--- config.mk ---
export PLATFORM = sky130hd
export DESIGN_NAME = core_slice
export DESIGN_NICKNAME = d
export VERILOG_FILES = /design/src/source/core_pkg.sv /design/src/source/core_slice.sv /design/src/source/alu_exec.sv /design/src/source/inst_window.sv /design/src/source/reg_manage.sv /design/src/source/inst_decode.sv
export SDC_FILE = /design/constraint.sdc
export NUM_CORES = 2
export LEC_CHECK = 0
export ABC_AREA = 1
export BUFFER_PORTS_ARGS = -buffer_cell sky130_fd_sc_hd__buf_2
export CAP_MARGIN = 10
export CELL_PAD_IN_SITES_DETAIL_PLACEMENT = 1
export CELL_PAD_IN_SITES_GLOBAL_PLACEMENT = 2
export CORE_MARGIN = 4
export CORE_UTILIZATION = 36
export CTS_BUF_LIST = sky130_fd_sc_hd__clkbuf_8
export CTS_CLUSTER_DIAMETER = 60
export DETAILED_ROUTE_END_ITERATION = 7
export HOLD_SLACK_MARGIN = 0.05
export PLACE_DENSITY = 0.8
export SLEW_MARGIN = 20
export SYNTH_ARGS = -nofsm -noshare
export SYNTH_HDL_FRONTEND = slang
export SYNTH_SLANG_ARGS = --single-unit
--- constraint.sdc ---
create_clock -name clk -period 4.9 [get_ports clk]
set_clock_uncertainty 0.15 [all_clocks]
set_input_delay 0.49 -clock clk [delete_from_list [all_inputs] [get_ports clk]]
set_output_delay 0.49 -clock clk [all_outputs]
set_load 0.05 [all_outputs]
--- src/source/core_pkg.sv ---
package core_pkg;

    localparam int LEN_WORD     = 32;
    localparam int LEN_REG_ADDR = 5;
    localparam int LEN_SHAMT    = 5;
    localparam int NUM_REGS     = 32;
    localparam int WIN_DEPTH    = 4;
    localparam int WIN_IDX_W    = $clog2(WIN_DEPTH);

    // major opcodes handled by the slice
    localparam logic [6:0] OPC_OP     = 7'b0110011;
    localparam logic [6:0] OPC_OP_IMM = 7'b0010011;

    typedef enum logic [3:0] {
        ADD,
        SUB,
        SLL,
        SLT,
        SLTU,
        XOR,
        SRL,
        SRA,
        OR,
        AND
    } alu_op_e;

    typedef enum logic {
        ALU_STD,
        ALU_IMM
    } exec_type_e;

    // decode -> inst_window
    typedef struct packed {
        exec_type_e              exec_type;
        alu_op_e                 op;
        logic [LEN_REG_ADDR-1:0] rs1;
        logic [LEN_REG_ADDR-1:0] rs2;
        logic [LEN_REG_ADDR-1:0] rd;
        logic [LEN_WORD-1:0]     imm;
    } dec_exec_info_t;

    // inst_window -> alu_exec
    typedef struct packed {
        alu_op_e                 op;
        logic [LEN_REG_ADDR-1:0] rd;
        logic [LEN_WORD-1:0]     d_a;
        logic [LEN_WORD-1:0]     d_b;
    } exec_info_t;

    // alu_exec -> reg_manage, inst_window, top port
    typedef struct packed {
        logic [LEN_REG_ADDR-1:0] rd;
        logic [LEN_WORD-1:0]     d_rd;
    } write_d_r_t;

    typedef struct packed {
        logic [LEN_REG_ADDR-1:0] rs1;
        logic [LEN_REG_ADDR-1:0] rs2;
    } read_req_t;

    typedef struct packed {
        logic                ready;
        logic [LEN_WORD-1:0] d;
    } src_rsp_t;

    typedef struct packed {
        src_rsp_t rs1;
        src_rsp_t rs2;
    } read_rsp_t;

endpackage
--- src/source/core_slice.sv ---
module core_slice import core_pkg::*; (
    input  logic                clk,
    input  logic                arst_n,
    input  logic                inst_valid,
    output logic                inst_ready,
    input  logic [LEN_WORD-1:0] inst,
    output logic                wb_valid,
    input  logic                wb_ready,
    output write_d_r_t          wb
);

    logic                    dec_valid;
    logic                    dec_ready;
    dec_exec_info_t          dec;
    logic                    iss_valid;
    logic                    iss_ready;
    exec_info_t              iss;
    read_req_t               read_req;
    read_rsp_t               read_rsp;
    logic [LEN_REG_ADDR-1:0] rd_check;
    logic                    rd_busy;
    logic                    set_busy;
    logic [LEN_REG_ADDR-1:0] set_rd;
    logic                    wb_fire;

    // writeback broadcast to window and register file
    assign wb_fire = wb_valid && wb_ready;

    inst_decode u_decode (
        .clk        (clk),
        .arst_n     (arst_n),
        .inst_valid (inst_valid),
        .inst_ready (inst_ready),
        .inst       (inst),
        .dec_valid  (dec_valid),
        .dec_ready  (dec_ready),
        .dec        (dec)
    );

    inst_window u_window (
        .clk       (clk),
        .arst_n    (arst_n),
        .dec_valid (dec_valid),
        .dec_ready (dec_ready),
        .dec       (dec),
        .read_req  (read_req),
        .read_rsp  (read_rsp),
        .rd_check  (rd_check),
        .rd_busy   (rd_busy),
        .set_busy  (set_busy),
        .set_rd    (set_rd),
        .wb_fire   (wb_fire),
        .wb        (wb),
        .iss_valid (iss_valid),
        .iss_ready (iss_ready),
        .iss       (iss)
    );

    reg_manage u_regs (
        .clk      (clk),
        .arst_n   (arst_n),
        .read_req (read_req),
        .read_rsp (read_rsp),
        .rd_check (rd_check),
        .rd_busy  (rd_busy),
        .set_busy (set_busy),
        .set_rd   (set_rd),
        .wb_fire  (wb_fire),
        .wb       (wb)
    );

    alu_exec u_exec (
        .clk       (clk),
        .arst_n    (arst_n),
        .iss_valid (iss_valid),
        .iss_ready (iss_ready),
        .iss       (iss),
        .wb_valid  (wb_valid),
        .wb_ready  (wb_ready),
        .wb        (wb)
    );

endmodule

--- src/source/alu_exec.sv ---
module alu_exec import core_pkg::*; (
    input  logic       clk,
    input  logic       arst_n,
    input  logic       iss_valid,
    output logic       iss_ready,
    input  exec_info_t iss,
    output logic       wb_valid,
    input  logic       wb_ready,
    output write_d_r_t wb
);

    logic                 s1_valid;
    exec_info_t           s1;
    logic                 s2_adv;
    logic [LEN_SHAMT-1:0] shamt;
    logic [LEN_WORD-1:0]  result;

    // last stage holds under back-pressure, stage one may still fill
    assign s2_adv    = !wb_valid || wb_ready;
    assign iss_ready = !s1_valid || s2_adv;
    assign shamt     = s1.d_b[LEN_SHAMT-1:0];

    always_comb begin
        case (s1.op)
            ADD:     result = s1.d_a + s1.d_b;
            SUB:     result = s1.d_a - s1.d_b;
            SLL:     result = s1.d_a << shamt;
            SLT:     result = {{(LEN_WORD-1){1'b0}}, $signed(s1.d_a) < $signed(s1.d_b)};
            SLTU:    result = {{(LEN_WORD-1){1'b0}}, s1.d_a < s1.d_b};
            XOR:     result = s1.d_a ^ s1.d_b;
            SRL:     result = s1.d_a >> shamt;
            SRA:     result = $unsigned($signed(s1.d_a) >>> shamt);
            OR:      result = s1.d_a | s1.d_b;
            AND:     result = s1.d_a & s1.d_b;
            default: result = '0;
        endcase
    end

    always_ff @(posedge clk or negedge arst_n) begin
        if (!arst_n) begin
            s1_valid <= 1'b0;
            wb_valid <= 1'b0;
        end else begin
            if (iss_ready) begin
                s1_valid <= iss_valid;
            end
            if (s2_adv) begin
                wb_valid <= s1_valid;
            end
        end
    end

    always_ff @(posedge clk) begin
        if (iss_valid && iss_ready) begin
            s1 <= iss;
        end
        if (s1_valid && s2_adv) begin
            wb <= '{rd: s1.rd, d_rd: result};
        end
    end

    a_wb_stable: assert property (
        @(posedge clk) disable iff (!arst_n)
        wb_valid && !wb_ready |=> wb_valid && $stable(wb)
    );

endmodule

--- src/source/inst_window.sv ---
module inst_window import core_pkg::*; (
    input  logic                    clk,
    input  logic                    arst_n,
    input  logic                    dec_valid,
    output logic                    dec_ready,
    input  dec_exec_info_t          dec,
    output read_req_t               read_req,
    input  read_rsp_t               read_rsp,
    output logic [LEN_REG_ADDR-1:0] rd_check,
    input  logic                    rd_busy,
    output logic                    set_busy,
    output logic [LEN_REG_ADDR-1:0] set_rd,
    input  logic                    wb_fire,
    input  write_d_r_t              wb,
    output logic                    iss_valid,
    input  logic                    iss_ready,
    output exec_info_t              iss
);

    // tag is the source register number while rdy is low
    typedef struct packed {
        logic                    rdy;
        logic [LEN_REG_ADDR-1:0] tag;
        logic [LEN_WORD-1:0]     d;
    } operand_t;

    typedef struct packed {
        alu_op_e                 op;
        logic [LEN_REG_ADDR-1:0] rd;
        logic [WIN_IDX_W-1:0]    age;
        operand_t                a;
        operand_t                b;
    } entry_t;

    entry_t               ent [WIN_DEPTH];
    logic [WIN_DEPTH-1:0] ent_valid;
    logic                 free_found;
    logic [WIN_IDX_W-1:0] free_idx;
    logic [WIN_IDX_W:0]   valid_cnt;
    logic [WIN_IDX_W:0]   new_age;
    logic [WIN_IDX_W-1:0] iss_idx;
    logic [WIN_IDX_W-1:0] best_age;
    logic                 dispatch;
    logic                 iss_fire;
    logic                 rd_pending;
    operand_t             new_a;
    operand_t             new_b;

    assign read_req  = '{rs1: dec.rs1, rs2: dec.rs2};
    assign rd_check  = dec.rd;
    assign dec_ready = free_found && !rd_busy;
    assign dispatch  = dec_valid && dec_ready;
    assign set_busy  = dispatch && (dec.rd != '0);
    assign set_rd    = dec.rd;
    assign iss_fire  = iss_valid && iss_ready;

    // lowest free slot and occupancy
    always_comb begin
        free_found = 1'b0;
        free_idx   = '0;
        valid_cnt  = '0;
        for (int i = WIN_DEPTH - 1; i >= 0; i--) begin
            if (!ent_valid[i]) begin
                free_found = 1'b1;
                free_idx   = WIN_IDX_W'(i);
            end
            valid_cnt = valid_cnt + (WIN_IDX_W + 1)'(ent_valid[i]);
        end
    end

    // an entry still in the window writing the same rd
    always_comb begin
        rd_pending = 1'b0;
        for (int i = 0; i < WIN_DEPTH; i++) begin
            if (ent_valid[i] && (ent[i].rd == dec.rd) && (dec.rd != '0)) begin
                rd_pending = 1'b1;
            end
        end
    end

    // age 0 is the oldest entry
    assign new_age = valid_cnt - (WIN_IDX_W + 1)'(iss_fire);

    always_comb begin
        iss_valid = 1'b0;
        iss_idx   = '0;
        best_age  = '0;
        for (int i = 0; i < WIN_DEPTH; i++) begin
            if (ent_valid[i] && ent[i].a.rdy && ent[i].b.rdy &&
                (!iss_valid || ent[i].age < best_age)) begin
                iss_valid = 1'b1;
                iss_idx   = WIN_IDX_W'(i);
                best_age  = ent[i].age;
            end
        end
    end

    assign iss = '{op: ent[iss_idx].op, rd: ent[iss_idx].rd,
                   d_a: ent[iss_idx].a.d, d_b: ent[iss_idx].b.d};

    always_comb begin
        new_a = '{rdy: read_rsp.rs1.ready, tag: dec.rs1, d: read_rsp.rs1.d};
        if (dec.exec_type == ALU_IMM) begin
            new_b = '{rdy: 1'b1, tag: '0, d: dec.imm};
        end else begin
            new_b = '{rdy: read_rsp.rs2.ready, tag: dec.rs2, d: read_rsp.rs2.d};
        end
    end

    always_ff @(posedge clk or negedge arst_n) begin
        if (!arst_n) begin
            ent_valid <= '0;
        end else begin
            if (iss_fire) begin
                ent_valid[iss_idx] <= 1'b0;
            end
            if (dispatch) begin
                ent_valid[free_idx] <= 1'b1;
            end
        end
    end

    always_ff @(posedge clk) begin
        for (int i = 0; i < WIN_DEPTH; i++) begin
            // snoop writeback for pending sources
            if (wb_fire && !ent[i].a.rdy && (ent[i].a.tag == wb.rd)) begin
                ent[i].a.rdy <= 1'b1;
                ent[i].a.d   <= wb.d_rd;
            end
            if (wb_fire && !ent[i].b.rdy && (ent[i].b.tag == wb.rd)) begin
                ent[i].b.rdy <= 1'b1;
                ent[i].b.d   <= wb.d_rd;
            end
            // younger entries close the gap
            if (iss_fire && (ent[i].age > best_age)) begin
                ent[i].age <= ent[i].age - 1'b1;
            end
        end
        if (dispatch) begin
            ent[free_idx] <= '{op: dec.op, rd: dec.rd, age: new_age[WIN_IDX_W-1:0],
                               a: new_a, b: new_b};
        end
    end

    // ages of the valid entries stay below occupancy
    a_issue_age: assert property (
        @(posedge clk) disable iff (!arst_n)
        iss_fire |-> (ent[iss_idx].age < valid_cnt)
    );

    // busy tracking must cover every rd held in the window
    a_no_waw: assert property (
        @(posedge clk) disable iff (!arst_n)
        dispatch |-> !rd_pending
    );

endmodule

--- src/source/reg_manage.sv ---
module reg_manage import core_pkg::*; (
    input  logic                    clk,
    input  logic                    arst_n,
    input  read_req_t               read_req,
    output read_rsp_t               read_rsp,
    input  logic [LEN_REG_ADDR-1:0] rd_check,
    output logic                    rd_busy,
    input  logic                    set_busy,
    input  logic [LEN_REG_ADDR-1:0] set_rd,
    input  logic                    wb_fire,
    input  write_d_r_t              wb
);

    logic [LEN_WORD-1:0] regs [NUM_REGS];
    logic [NUM_REGS-1:0] busy;

    // a writeback in this cycle counts as ready, x0 excluded
    function automatic src_rsp_t read_src(input logic [LEN_REG_ADDR-1:0] addr);
        src_rsp_t rsp;
        logic     hit;
        hit       = wb_fire && (wb.rd == addr) && (addr != '0);
        rsp.ready = !busy[addr] || hit;
        rsp.d     = hit ? wb.d_rd : regs[addr];
        return rsp;
    endfunction

    always_comb begin
        read_rsp.rs1 = read_src(read_req.rs1);
        read_rsp.rs2 = read_src(read_req.rs2);
    end

    assign rd_busy = busy[rd_check];

    always_ff @(posedge clk or negedge arst_n) begin
        if (!arst_n) begin
            busy <= '0;
            for (int i = 0; i < NUM_REGS; i++) begin
                regs[i] <= '0;
            end
        end else begin
            if (wb_fire) begin
                busy[wb.rd] <= 1'b0;
                if (wb.rd != '0) begin
                    regs[wb.rd] <= wb.d_rd;
                end
            end
            if (set_busy && (set_rd != '0)) begin
                busy[set_rd] <= 1'b1;
            end
        end
    end

    // window waits for rd to drain before dispatch
    a_no_double_busy: assert property (
        @(posedge clk) disable iff (!arst_n)
        set_busy |-> !busy[set_rd]
    );

endmodule

--- src/source/inst_decode.sv ---
module inst_decode import core_pkg::*; (
    input  logic                clk,
    input  logic                arst_n,
    input  logic                inst_valid,
    output logic                inst_ready,
    input  logic [LEN_WORD-1:0] inst,
    output logic                dec_valid,
    input  logic                dec_ready,
    output dec_exec_info_t      dec
);

    logic           is_op;
    logic           is_imm;
    logic           is_alu;
    dec_exec_info_t dec_d;

    assign is_op  = (inst[6:0] == OPC_OP);
    assign is_imm = (inst[6:0] == OPC_OP_IMM);
    assign is_alu = is_op || is_imm;

    // free when empty or draining this cycle
    assign inst_ready = !dec_valid || dec_ready;

    always_comb begin
        dec_d.exec_type = is_imm ? ALU_IMM : ALU_STD;
        dec_d.rs1       = inst[19:15];
        dec_d.rs2       = inst[24:20];
        dec_d.rd        = inst[11:7];
        // shift amount of OP-IMM sits in imm[4:0]
        dec_d.imm       = {{(LEN_WORD-12){inst[31]}}, inst[31:20]};
        case (inst[14:12])
            3'b000:  dec_d.op = (is_op && inst[30]) ? SUB : ADD;
            3'b001:  dec_d.op = SLL;
            3'b010:  dec_d.op = SLT;
            3'b011:  dec_d.op = SLTU;
            3'b100:  dec_d.op = XOR;
            3'b101:  dec_d.op = inst[30] ? SRA : SRL;
            3'b110:  dec_d.op = OR;
            default: dec_d.op = AND;
        endcase
    end

    // other opcodes are taken and dropped
    always_ff @(posedge clk or negedge arst_n) begin
        if (!arst_n) begin
            dec_valid <= 1'b0;
        end else if (inst_ready) begin
            dec_valid <= inst_valid && is_alu;
        end
    end

    always_ff @(posedge clk) begin
        if (inst_valid && inst_ready && is_alu) begin
            dec <= dec_d;
        end
    end

endmodule

## Yosys cells after proc, flatten, opt, wreduce, memory -nomap -nowiden

Memory sizes are Yosys's and may differ from the RTL's. A register that Yosys moved wholly into a read port is not among the register bits.
Cells that the tools add are included.

- Register bits: 1132
- Bits in writable memories: 348
- Input port bits: 36
- Output and inout bits: 39
- Logic and storage cells: 285
- Memories kept: 1

- Add/subtract/negate cells: 10
- $lt $le $gt $ge: 23
- Eq/ne operators: 27
- Shift operators: 3
- Multiplexer cells: 80
- Bitwise gates (word level): 12
- Reductions and logical operators: 84

Memory list:

| memory | words | bits a word | read ports | clocked after memory_dff | wr ports | RTL line | source |
|---|---|---|---|---|---|---|---|
| u_window.ent | 4 | 87 | 5 | 1 | 5 | inst_window.sv:35 | `entry_t ent [WIN_DEPTH];` |

Operator list:

| kind | count |
|---|---|
| $bwmux W1024 | 1 |
| $bmux W32 S5 | 2 |
| $pmux W32 S10 | 1 |
| $mux W32 | 9 |
| $demux W32 S5 | 1 |
| $and A32 B32 Y32 | 2 |
| $lt A32 B32 Y1 | 2 |
| $or A32 B32 Y32 | 2 |
| $logic_and A1 B1 Y1 | 51 |
| $eq A5 B5 Y1 | 10 |
| $mux W1 | 45 |
| $mux W38 | 1 |
| $add A32 B32 Y32 | 1 |
| $not A32 Y32 | 1 |
| $shl A32 B5 Y32 | 1 |
| $shr A32 B5 Y32 | 1 |
| $sshr A32 B5 Y32 | 1 |
| $sub A32 B32 Y32 | 1 |
| $xor A32 B32 Y32 | 1 |
| $pmux W4 S7 | 1 |
| $lt A5 B6 Y1 const B | 4 |
| $mux W2 | 10 |
| $reduce_bool A5 Y1 | 4 |
| $ge A6 B6 Y1 const B | 3 |
| other kinds (32) | 83 |

## Logic depth before layout (Yosys ltp)

An unclocked memory read counts as a cell.

- Depth after elaboration: 25
- Depth in mapped cells: 32
- Gate-level depth less buffers: 29

## Hierarchy

A second synthesis with hierarchy kept.

- Cells, all modules: 12567
- Area, all modules: 90674.5 um^2

By module, submodules not included:

| module | instances | cells each | area an instance (um^2) |
|---|---|---|---|
| reg_manage | 1 | 8676 | 59251.8 |
| inst_window | 1 | 1576 | 16797.4 |
| alu_exec | 1 | 2221 | 13434.1 |
| inst_decode | 1 | 92 | 1183.6 |
| core_slice | 1 | 2 | 7.5 |

## Least setup slack after synthesis

OpenSTA, ideal clock, no wires.

- Path type: register to register
- Start: reg u_window.ent_valid[1]
- End: mem u_window.ent[1][77] in the netlist's numbering (data pin)
- Arrival time: 4.427 ns
- Slack: 0.170 ns
- Stages on the path, launching flop included: 16
- Buffers on the path: 0
- Cells stage by stage: dfrtp_1 -> inv_1 -> nor3_4 -> inv_1 -> nand2_1 -> or2_2 -> o21ai_0 -> inv_1 -> ha_1 -> fa_1 -> inv_1 -> ha_1 -> xnor2_1 -> xor2_1 -> inv_1 -> o21ai_0

RTL lines:

| item | RTL line | source |
|---|---|---|
| start, declared | inst_window.sv:36 | `logic [WIN_DEPTH-1:0] ent_valid;` |
| start signal, assigned | inst_window.sv:112 | `ent_valid <= '0;` |
| start signal, assigned by index | inst_window.sv:115 | `ent_valid[iss_idx] <= 1'b0;` |
| start signal, assigned by index | inst_window.sv:118 | `ent_valid[free_idx] <= 1'b1;` |
| end, declared | inst_window.sv:35 |  |

## Worst setup path after layout

- Start: reg, netlist name u_decode.dec[33]
- End: out inst_ready

- Word-level cells in the longest chain between the ends: 5

RTL lines:

| item | RTL line | source |
|---|---|---|
| $bmux W1 S5 | reg_manage.sv:32 | `assign rd_busy = busy[rd_check];` |
| $mux W1 (not written as such) | reg_manage.sv:32 |  |
| $logic_not A1 Y1 | inst_window.sv:51 | `assign dec_ready = free_found && !rd_busy;` |
| $logic_and A1 B1 Y1 | inst_window.sv:51 |  |
| $logic_or A1 B1 Y1 | inst_decode.sv:22 | `assign inst_ready = !dec_valid \|\| dec_ready;` |
| end, declared | core_slice.sv:5 | `output logic inst_ready,` |

Every way passes these cells. The select of a mux whose other input is x is not followed.

==> results.md <==
Global route:
- The met3 track demand over resource is 5.46%.
- The via count of the first global-routing pass was 85.4k.
- For met2 alone, demand over resource in global routing was 50.0%.
- The first global-routing pass estimated 588000 microns of wire.
- In the global route stage, overall resource usage came out at 31.9%.
- The global-route met1 utilization is 43.5%.
- The sum of overflow across all layers after global routing is 0.
- The global routing stage identified its most utilized layer as met2.
- Entering global routing, the biggest net connects 185 pins.
- The initial antenna violation count is 26.

Placement:
- The number of cells after detailed placement is 13.6k.
- The estimated wirelength of the detail-placed design is 252000 microns.
- The routability-driven placement congestion ratio is 0.963.
- The count of port buffers added during placement is 74.
- The post-placement cell area is 90000 sq um.
- The post-place setup slack is 430 ps.

Critical path:
- Among cell families on the critical path, the largest total delay comes from simple AND/OR/NAND/NOR gates.
- Setup slack on the worst reg-to-reg path comes out at 450 ps.
- The worst setup path is captured at an output port.
- The slowest cell on the critical path is edfxtp_1.
- The cell repeated most along the worst path is nand2_1.
- Data on the critical path arrives at its endpoint at 3950 ps.
- The critical path goes through nand2_1 -> inv_1 -> a22oi_1 -> o221ai_1 -> a22o_1 -> nor2_1 -> nand4_1 -> nand2_1 -> buf_2.
- STA classifies the critical path startpoint as a register.
- The buffering stage count on the worst path with inverters included is 2.
- The required time of the worst setup path is 4260 ps.
- The critical path is of the register to output port type.
- In this design, the stage delay of the slowest critical-path cell is 520 ps.
- Of all nets on the critical path, the largest fanout is 13.

Clock tree:
- Buffers inserted during clock tree synthesis total 311.
- The clock tree from TritonCTS is built.
- Counting every sink on the clock net gives 1548.
- The clock tree synthesis step divided the H-tree into 5 levels.
- The maximum root-to-sink buffer count is 4.
- At the later pin of the worst-skew pair, clock insertion delay measures 1130 ps.
- The clock transition time at the flip-flop clock pins of the worst setup and hold paths is 60 ps.
- The cell at the root of the clock tree is clkbuf_8.
- After clock tree synthesis, the repair step resized 0 gates.

Timing:
- For the pin with the worst max-slew slack, the measured transition is 1210 ps.
- The number of setup violations in the final report is 0.
- Timing would allow up to 218 MHz.
- The worst hold slack across all endpoints is 188 ps.
- The worst pin sits at a relative slew slack of 19.3%.
- The clock period minus final worst setup slack is 4590 ps.
- The final clock period utilization by the worst path is 93.6%.
- The max-slew violation count came to 0.
- The smallest setup slack after layout is 313 ps.
- Adding up every negative setup slack in the final design gives 0 ps.
- The number of hold violations in the final report came to 0.
- Setup repair after global routing left no endpoint under its margin.

Power:
- The maximum vdd drop is 0.438 mV.
- In this run the power density over the cells is 584 nW/um^2.
- The design draws 56.4 mW.
- The analysis attributes to cell leakage a power of 40.2 nW.

Finish:
- After filler insertion, the fill cell instance count of the layout stands at 28.4k.
- The layout cell share with drive strength beyond 1 is 8.43%.
- Leaving out fill and tap cells, the most frequent cells in the layout are o21ai_0, nand2_1, dfrtp_1, nor2_1, inv_1.
- The layout overhead on the synthesized area is 12.3%.
- The net count reported at finish is 10.9k.
- The most common cell after layout, fill and taps aside is o21ai_0.
- The final cell utilization of the core is 40.6%.
- The final non-filler cell area is 96500 sq um.
- The non-filler instance count after layout is 14.1k.

Routing:
- Dividing the detail-routed wire length by the instance count gives 28.5 microns.
- The overall routed net length is 403000 microns.
- The count of nets left with antenna violations after detail routing is 0.
- The detailed-router iteration count before antenna repair is 5.
- In the routed layout, each cell is associated on average with a via count of 6.05.
- The final routed DRC violation total is 0.
- For this block, the via count after detailed routing is 85.6k.
- The number of DRC markers after the initial detailed-route iteration is 9158.

Synthesis:
- Synthesis produced a netlist with a net count of 11.1k.
- Synthesis handed over a netlist of 11.0k instances.
- In this run, distinct cell masters in the synthesized netlist total 62.
- The most common flop cell mapped by yosys is dfrtp_1.
- The post-synthesis average cell area is 7.82 sq um.
- Sequential cells were found to cover 47.8% of the synthesized design area.
- Yosys mapped a number of flops with a built-in enable equal to 477.
- The number of register bits inferred by synthesis is 1548.
- In the synthesized netlist the async set-or-reset flop fraction comes to 68.7%.
- The number of warning messages in the yosys log is 0.
- The cell area after synthesis is 85900 sq um.

Floorplan:
- The floorplan step set the die width to 497 microns.
- Once the floorplan was initialized, standard cells occupied 36.2% of the core.
- The placeable core region is 238000 sq um.
- After floorplanning, the core was divided into 179 placement rows.
- The floorplan step defined a die boundary enclosing 247000 sq um.
- The floorplan step set the die height to 497 microns.
- For this design the top-level I/O count stands at 75.

Status:
- The run finished with clean final reports.

Worst hold path:
- The type of the worst min-delay path is input pin to register.

Job:
- Max-cap violations in this run came to 0.
## registers in the layout, indices dropped and copies added (netlist names)
signal,cells
u_decode.dec,27
u_exec.s1,73
u_regs.busy,32
u_decode.dec_valid,1
u_exec.s1_valid,1
u_exec.wb,37
u_exec.wb_valid,1
u_regs.regs,1024
u_window.ent,348
u_window.ent_valid,4
## timing repair
| action | CTS | global route |
|---|---|---|
| setup buffers | 0 | 0 |
| hold buffers | 61 | 0 |
| hold endpoints to repair | 927 | 0 |
## final cells by class
| cell class | instances | area (sq um) | area share (%) |
|---|---|---|---|
| Sequential cell | 1548 | 41100 | 42.6 |
| Multi-Input combinational cell | 7789 | 38600 | 40.1 |
| Clock buffer | 355 | 4890 | 5.07 |
| Timing Repair Buffer | 460 | 4430 | 4.59 |
| Tap cell | 3167 | 3960 | 4.11 |
| Inverter | 649 | 2500 | 2.59 |
| Clock inverter | 166 | 936 | 0.970 |
| Antenna cell | 7 | 17.5 | 0.0182 |
## power by group
part | internal, mW | switching (mW) | total [mW]
Combinational | 6.32 | 16.0 | 22.3
Clock | 6.99 | 6.09 | 13.1
Sequential | 17.8 | 3.11 | 21.0
Total | 31.2 | 25.2 | 56.4
## Yosys cell counts (5+ instances only)
library cell  count  area (sq um)
a21oi_1         652          3260
inv_1           617          2320
a21boi_0          5          37.5
inv_2            27           101
buf_2            63           315
edfxtp_1        477         14300
a211oi_1         18           135
a221oi_1         11          96.3
xor2_1           29           254
nor2_1          977          3670
o221ai_1        101           885
o21a_1            6          45.0
dfrtp_1        1063         26600
o31ai_1           9          67.6
o311ai_0          6          52.6
or2_2            13          81.3
nor4_1           11          68.8
nand3_2          12           120
buf_1            95           357
a21o_1            6          45.0
nand4_1          94           588
nand2_1        1805          6780
o21ai_0        2856         14300
clkinv_1          5          18.8
a22oi_1           6          45.0
xnor2_1          16           140
nor3_1           37           185
ha_1            105          1310
o32ai_1          13           114
o2111ai_1        14           123
o22ai_1         123           769
clkbuf_1        828          3110
a2111oi_0         5          43.8
mux2i_1          12           120
nand2_2          13          81.3
o211ai_1        259          1940
buf_6            11           124
nand3_1         502          2510
o21ai_1           5          25.0
dfxtp_1           8           160
a31oi_1          31           194
## cell families (layout without fill, tap and decap cells)
| logic type | Yosys count | count (layout) | share of synthesized area [%] |
|---|---|---|---|
| AOI/OAI and AO/OA | 4149 | 4149 | 26.1 |
| xor gates and xnor gates | 45 | 45 | 0.459 |
| adders and majority gates | 108 | 108 | 1.60 |
| buffers and inverters | 1649 | 1630 | 7.42 |
| DFF | 1548 | 1548 | 47.8 |
| muxes | 12 | 12 | 0.140 |
| other | 0 | 7 | 0 |
| and+or+nand+nor | 3475 | 3475 | 16.5 |
## final timing paths
| check | start | endpoint | depth (start not counted) |
|---|---|---|---|
| min reg2reg | u_regs.regs[1015] | u_regs.regs[1015] | 0 |
| max | u_decode.dec[33] | inst_ready | 9 |
| min in group asynchronous | arst_n | u_regs.regs[456] | 4 |
| max reg2reg | u_window.ent[0][37] | u_exec.s1[50] | 23 |
| min | inst[4] | u_decode.dec[51] | 3 |
| max in group asynchronous | arst_n | u_regs.regs[855] | 5 |
## routing by layer
metal  vias to the layer above  part of all wire (%)
met4                         0                   4.6
met3                       862                   7.9
met5                         -                     0
li1                      37471                     -
met2                      3758                    45
met1                     43517                    43
## tightest hold or removal path: stages
cell	delay [ps]
buf_2	110
nor4b_1	150
dlygate4sd3_1	560
(Power assumes the default switching activity.)
